<file path="src/include/snd_settings.svh">
// Build settings for the audio DAC stage, pulled in by the package that carries its types

`ifndef SND_SETTINGS_SVH
`define SND_SETTINGS_SVH

// Width of one PCM sample from the game sound core
`define SND_PCM_W 16

// clk_dac cycles between two modulator steps
// Also sets the length of the enable ring
`define SND_CEN_DIV 4

// 1 when the sound core delivers two's complement samples
// 0 when samples already come as offset binary
`define SND_SIGNED 1

// 1 gives the right channel its own chain
// 0 builds a mono stage where the right output copies the left
`define SND_STEREO 1

`endif

</file>
<file path="src/snd_pkg.sv">
// Shared sample and DAC word types for the audio output stage, imported by the RTL and testbench
`default_nettype none

package snd_pkg;

`include "snd_settings.svh"

    // Widths taken from the build settings
    localparam int unsigned PCM_W = `SND_PCM_W;
    localparam int unsigned DAC_W = `SND_PCM_W + 4;

    // Modulator step spacing in clk_dac cycles
    localparam int unsigned CEN_DIV = `SND_CEN_DIV;

    // Top bit inversion for two's complement input
    localparam bit SIGN_FLIP = `SND_SIGNED;

    // Second channel chain present
    localparam bit STEREO = `SND_STEREO;

    // One channel sample as delivered by the sound core
    typedef logic [PCM_W-1:0] pcm_t;

    // Modulator input word
    // Leading zero, conditioned sample, three zero bits
    typedef logic [DAC_W-1:0] dac_word_t;

endpackage : snd_pkg

`default_nettype wire

</file>
<file path="src/snd_dac_top.sv">
// Audio output stage top level with the DAC enable ring and the left and right channel chains
`default_nettype none
`timescale 1ns/100ps

module snd_dac_top
    import snd_pkg::*;
(
    input  logic clk_dac,
    input  logic rst,
    // Sample levels from the game sound core
    input  pcm_t snd_left_i,
    input  pcm_t snd_right_i,
    // One-bit streams, filtered off chip
    output logic pwm_left_o,
    output logic pwm_right_o
);

    // Ring starts with a single one at bit 2
    // With four bits the first enable shows up two shifts after reset
    localparam logic [CEN_DIV-1:0] RING_INIT = CEN_DIV'(4);

    // Rotating one-hot enable ring
    logic [CEN_DIV-1:0] cen_ring;
    // Modulator step enable shared by both channels
    logic               cen;

    // Left channel word between conditioning and modulator
    dac_word_t          word_left;

    // Rotate right every clk_dac cycle
    always_ff @(posedge clk_dac or posedge rst) begin
        if (rst) begin
            cen_ring <= RING_INIT;
        end else begin
            cen_ring <= {cen_ring[0], cen_ring[CEN_DIV-1:1]};
        end
    end

    assign cen = cen_ring[0];

    // Left chain is always present
    snd_pcm_cond u_cond_left (
        .clk_dac ( clk_dac    ),
        .rst     ( rst        ),
        .cen_i   ( cen        ),
        .pcm_i   ( snd_left_i ),
        .word_o  ( word_left  )
    );

    snd_sd_dac u_dac_left (
        .clk_dac ( clk_dac    ),
        .rst     ( rst        ),
        .cen_i   ( cen        ),
        .word_i  ( word_left  ),
        .dac_o   ( pwm_left_o )
    );

    generate
        if (STEREO) begin : g_stereo
            // Right channel word, private to the right chain
            dac_word_t word_right;

            snd_pcm_cond u_cond_right (
                .clk_dac ( clk_dac     ),
                .rst     ( rst         ),
                .cen_i   ( cen         ),
                .pcm_i   ( snd_right_i ),
                .word_o  ( word_right  )
            );

            snd_sd_dac u_dac_right (
                .clk_dac ( clk_dac     ),
                .rst     ( rst         ),
                .cen_i   ( cen         ),
                .word_i  ( word_right  ),
                .dac_o   ( pwm_right_o )
            );
        end else begin : g_mono
            // Mono build, the right input has no chain
            assign pwm_right_o = pwm_left_o;
        end
    endgenerate

endmodule : snd_dac_top

`default_nettype wire

</file>
<file path="src/snd_pcm_cond.sv">
// Per-channel sample conditioning that registers a padded DAC word on every modulator enable
`default_nettype none
`timescale 1ns/100ps

module snd_pcm_cond
    import snd_pkg::*;
(
    input  logic      clk_dac,
    input  logic      rst,
    // Modulator step enable from the top level ring
    input  logic      cen_i,
    // Raw sample level from the sound core
    input  pcm_t      pcm_i,
    // Padded word held steady between enables
    output dac_word_t word_o
);

    // Offset binary version of the incoming sample
    pcm_t      pcm_ob;
    // Word built from the current sample, before the register
    dac_word_t word_next;

    // Turn a two's complement sample into offset binary
    // Only the sign bit moves, so midscale lands on 8000h
    function automatic pcm_t to_offset_bin(input pcm_t pcm);
        pcm_t res;
        res = pcm;
        res[PCM_W-1] = pcm[PCM_W-1] ^ SIGN_FLIP;
        return res;
    endfunction

    // Place the sample inside the wider modulator word
    // The zero on top keeps the ones density under one half
    // The low zeros scale the sample up to the accumulator range
    function automatic dac_word_t pad_word(input pcm_t pcm);
        dac_word_t res;
        res = {1'b0, pcm, 3'b000};
        return res;
    endfunction

    always_comb begin
        pcm_ob    = to_offset_bin(pcm_i);
        word_next = pad_word(pcm_ob);
    end

    // Sample capture
    // Anything the core changes between enables is ignored
    always_ff @(posedge clk_dac or posedge rst) begin
        if (rst) begin
            word_o <= '0;
        end else if (cen_i) begin
            word_o <= word_next;
        end
    end

endmodule : snd_pcm_cond

`default_nettype wire

</file>
<file path="src/snd_sd_dac.sv">
// First-order one-bit sigma-delta modulator that turns a DAC word into a pulse stream
`default_nettype none
`timescale 1ns/100ps

module snd_sd_dac
    import snd_pkg::*;
(
    input  logic      clk_dac,
    input  logic      rst,
    // One modulator step per enable
    input  logic      cen_i,
    // Conditioned word, stable between enables
    input  dac_word_t word_i,
    // One-bit stream for the off-chip RC filter
    output logic      dac_o
);

    // Error accumulator, same width as the word
    dac_word_t        acc;

    // Accumulator plus word with room for the carry
    logic [DAC_W:0]   acc_sum;
    // Carry out of the add becomes the next output bit
    logic             carry;
    // Low part kept as the residual error
    dac_word_t        acc_next;

    // Zero extend both operands by one bit and add
    // The carry rate equals word_i over 2**DAC_W
    always_comb begin
        acc_sum  = {1'b0, acc} + {1'b0, word_i};
        carry    = acc_sum[DAC_W];
        acc_next = acc_sum[DAC_W-1:0];
    end

    // Accumulator update
    // Holds its value on cycles without an enable
    always_ff @(posedge clk_dac or posedge rst) begin
        if (rst) begin
            acc <= '0;
        end else if (cen_i) begin
            acc <= acc_next;
        end
    end

    // Output bit register
    // Each bit stays on the pin for one full enable period
    always_ff @(posedge clk_dac or posedge rst) begin
        if (rst) begin
            dac_o <= 1'b0;
        end else if (cen_i) begin
            dac_o <= carry;
        end
    end

endmodule : snd_sd_dac

`default_nettype wire
</file>
<file path="config.mk">
export PLATFORM = sky130hd
export DESIGN_NAME = snd_dac_top
export DESIGN_NICKNAME = d
export VERILOG_FILES = /design/src/snd_pkg.sv /design/src/snd_dac_top.sv /design/src/snd_pcm_cond.sv /design/src/snd_sd_dac.sv
export VERILOG_INCLUDE_DIRS = /design/src /design/src/include
export SDC_FILE = /design/constraint.sdc
export NUM_CORES = 1
export LEC_CHECK = 0
export CAP_MARGIN = 20
export CORE_MARGIN = 2
export CORE_UTILIZATION = 29
export DETAILED_ROUTE_END_ITERATION = 8
export DONT_BUFFER_PORTS = 1
export SLEW_MARGIN = 20
export SYNTH_ARGS = -nofsm -noshare
export SYNTH_HDL_FRONTEND = slang
export SYNTH_HIERARCHICAL = 1
export SYNTH_SLANG_ARGS = --single-unit
</file>
<file path="constraint.sdc">
create_clock -name clk_dac -period 6.8 [get_ports clk_dac]
set_clock_uncertainty 0.2 [all_clocks]
set_input_delay 1.36 -clock clk_dac [delete_from_list [all_inputs] [get_ports clk_dac]]
set_output_delay 1.36 -clock clk_dac [all_outputs]
set_load 0.02 [all_outputs]
</file>
; ---- Word level (Yosys, flattened, before mapping)
; Index checks and enable logic that the tools add are counted.
[op_classes]
add_sub_neg = 2
bitwise_logic = 2
[op_table]
columns = operator, n
row1 = adder 20 x 19 -> 21 bit, 2
row2 = inverter 1 bit, 2
[totals]
ff_bits = 78
in_bits = 34
output_inout_bits = 2
word_cells = 11

; ---- Longest topological paths before layout
[depth]
word_depth = 1
depth_mapped = 10
mapped_depth_nobuf = 9

; ---- Cells and area by module
; Netlist, hierarchy kept.
[modules_own_cells]
columns = module, n_inst, cells_each, area_per_inst_um2, seq_area_each_um2
row1 = snd_sd_dac at g_stereo.u_dac_right, 1, 186, 1759.2, 525.5
row2 = snd_sd_dac at u_dac_left, 1, 172, 1675.4, 525.5
row3 = snd_pcm_cond, 2, 41, 685.7, 400.4
row4 = snd_dac_top, 1, 5, 105.1, 101.3

; ---- Least setup slack after synthesis
; OpenSTA, ideal clock, no wires.
[synth_path]
path_kind = register -> register
startpoint = register u_cond_left.word_o[6]
endpoint = register u_dac_left.acc[19]
setup_time_ns = 0.120
arrival_time_ns = 2.305
required_ns = 6.480
path_slack_ns = 4.175
stages_incl_launch_ff = 9
n_path_buf = 0
period_less_slack_ns = 2.625
cell_sequence = dfrtp_1 -> ha_1 -> a21oi_1 -> o21ai_1 -> or4_1 -> o21ai_2 -> a211oi_1 -> or4_1 -> a31o_1
[synth_via]
elab_chain_len = 1
[synth_lines]
columns = item, line_no
row1 = start: declaration, snd_pcm_cond.sv:15  ; output dac_word_t word_o
row2 = start signal: assignment, snd_pcm_cond.sv:52  ; word_o <= word_next;
row3 = adder 20 x 19 -> 21 bit, snd_sd_dac.sv:31  ; acc_sum = {1'b0, acc} + {1'b0, word_i};
row4 = end signal: assignment, snd_sd_dac.sv:42  ; acc <= acc_next;
row5 = end: declaration, snd_sd_dac.sv:19  ; dac_word_t acc;
; No other way between the ends.
; A chain may end at the register's enable or synchronous reset.

; ---- Worst setup path after layout
; Same ends and word-level chain as after synthesis.

==> metrics.md <==
| Metric | Value |
|---|---|
| Layout cells sized above 1 | 18.79% |
| Synth Cell Area | 4911 µm² |
| Total number of vias | 3262 |
| Synth area leader | dfrtp_1 |
| Die area | 17990 µm² |
| # hold bufs at CTS | 0 |
| Gpl congestion | 0.8368 |
| HPWL after detailed placement | 6639 µm |
| Mapped Cells | 445 |
| R2r endpoint | u_dac_left/acc[19] |
| Post-synth EDFFs | 0 |
| Synth top area cells | dfrtp_1, ha_1, mux2_2, mux2_4, a21oi_1 |
| Area delta synth->final | 8.841% |
| Total power | 1.003 mW |
| Clock slew at reported path FFs | 60 ps |
| Worst-margin pin slew | 886.5 ps |
| Util after Layout | 32.23% |
| Setup crit end kind | flop |
| Placed Cells incl. Taps | 651 |
| CTS tree | built |
| Most numerous cell in the Yosys netlist | dfrtp_1 |
| Final Slew Violations | 0 |
| Flop-to-flop setup slack | 3980 ps |
| Hold Crit Depth | 0 |
| Skew-Pair Late Insertion Delay | 330 ps |
| WP buf/inv | 0 |
| TritonCTS buffer count | 9 |
| First-pass GRT wire length | 16120 µm |
| ANT nets after route | 0 |
| Required time worst endpoint | 6820 ps |
| CP Class | flop to flop |
| Worst R2R Start | u_cond_left/word_o[6] |
| Share of the synthesized area in the top cell type | 39.24% |
| DR WL/cell | 13.77 µm |
| Worst-path maximum fanout | 4 |
| Maximum VDD drop | 0.0001176 V |
| Reg2reg path depth | 8 |
| P_leak | 2.575 nW |
| #FFs+latches synth | 78 |
| Pre-CTS setup slack | 4003 ps |
| Endpoints failing setup | 0 |
| Fin nets | 518 |
| Core Area | 16580 µm² |
| Post-cts resize count | 0 |
| Post-layout worst setup margin | 3979 ps |
| GRT Overall Usage | 11.07% |
| Hold slack | 167.3 ps |
| Status | finished clean |
| Vias in the first global route | 3366 |
| Distinct cells, synth | 63 |
| # port buffers | 0 |
| Clock Sinks | 78 |
| HP Class | flop to flop |
| Asr flop ratio synth | 100.0% |
| FILL cells | 1722 |
| Initial DRC Count | 167 |
| Yosys warning count | 6 |
| Vias/cell | 4.891 |
| Startpoint Class | flop |
| Initial antenna violation count | 0 |
| PD cells | 187.6 nW/µm² |
| Non-Filler Instances | 667 |
| Hold Path Origin | cen_ring[3] |
| Hold endpoint | cen_ring[2] |
| Min cycle time layout | 2821 ps |
| Critical path arrival | 2840 ps |
| Final hold vios | 0 |
| Slowest stage cell on the critical path | or4_1 |
| Primary FF master, synth | dfrtp_1 |
| Cell mode on critical path | or4_1 |
| N_diodes | 0 |
| CTS HTree Levels | 3 |
| Die Y | 134.1 µm |
| Avg Cell Area, Syn | 11.04 µm² |
| Critical path, cell by cell | ha_1, a21oi_1, o21ai_1, or4_1, o21ai_2, a211oi_1, or4_1, a31o_1 |
| Max Cap Viol | 0 |
| Clock root buffer | clkbuf_16 |
| Drt drc | 0 |
| Largest net degree at the start of global routing | 51 |
| Drt total wl | 9182 µm |
| RSZ-0062 raised after global routing | no |
| Row count | 47 |
| Clk buf depth | 2 |
| Relative slew slack | 40.84% |
| Slowest stage delay, CP | 480 ps |
| Setup TNS Final | 0 ps |
| Fraction of the yosys area taken by sequential cells | 39.77% |
| Placed instance area | 5020 µm² |
| Number of I/O pins | 36 |
| Initial core utilization | 29.61% |
| Number of setup buffers added after CTS | 0 |
| Top post-synthesis cells by count | dfrtp_1, ha_1, mux2_2, a21oi_1, nand2_1 |
| Die span in x | 134.1 µm |
| Tcrit/Tclk final | 41.49% |
| Detailed Routing Iterations Pass 1 | 5 |
| Max Freq | 354.5 MHz |
| Grt total ovfl | 0 |
| Top delay family on crit path | simple AND/OR/NAND/NOR gates |
| Finished Cell Area | 5345 µm² |
## layer usage
layer  global-route usage [%]  up-vias  part of all wire (%)
met4                    3.099        0                   1.1
li1                         -     1613                     -
met1                    13.41     1590                    46
met3                    2.986       12                   3.3
met2                    19.34       47                    50
met5                        0        -                     0
## cells in the final DEF (no fill, tap or decap), drive strengths merged, types with 11 or more instances in the layout
cell type	synthesis	final
dfrtp	77	77
nor2	19	19
ha	40	40
a31oi	11	11
o21ai	26	26
clkbuf	4	11
inv	14	14
a21o	12	12
a21oi	34	34
mux2	56	56
nand2	23	23
xnor2	17	17
## where the power goes
group | internal, mW | switching (mW)
registers | 0.464 | 0
logic | 0.00429 | 0.0144
clock network | 0.332 | 0.188
## area by class of cell
| class | count | area [µm²] | area share [%] |
|---|---|---|---|
| repair buffers | 1 | 7.507 | 0.1404 |
| well taps | 220 | 275.3 | 5.150 |
| flip-flops and latches | 78 | 1957 | 36.61 |
| inverters | 14 | 52.55 | 0.9831 |
| multi-input cells | 338 | 2728 | 51.03 |
| clock inverters | 5 | 82.58 | 1.545 |
| clock buffers | 11 | 242.7 | 4.541 |
## flip-flops by register name, summed over array words and instances (netlist names)
name and count:
g_stereo.u_dac_right/dac_o 1, g_stereo.u_dac_right/acc 20, cen_ring 4, u_dac_left/dac_o 1
g_stereo.u_cond_right/word_o 16, u_cond_left/word_o 16, u_dac_left/acc 20
## worst max path at each step
stage | from | to | slack (ps) | cells past startpoint
after floorplan | u_cond_left/word_o[6] | u_dac_left/acc[19] | 4180 | 8
after global placement | u_cond_left/word_o[6] | u_dac_left/acc[19] | 4090 | 8
after detailed placement | u_cond_left/word_o[6] | u_dac_left/acc[19] | 4000 | 8
after CTS | u_cond_left/word_o[6] | u_dac_left/acc[19] | 3990 | 8
after global routing | u_cond_left/word_o[6] | u_dac_left/acc[19] | 3830 | 8
final | u_cond_left/word_o[6] | u_dac_left/acc[19] | 3980 | 8
## logic make-up after synthesis
family                     synth area share, %
xor gates and xnor gates                 4.815
muxes                                    14.62
other                                   0.1529
AOI/OAI and AO/OA                        14.85
and+or+nand+nor                          9.630
DFF                                      39.77
buffers and inverters                    5.147
adders and majority gates                11.01
(Power assumes the default switching activity.)
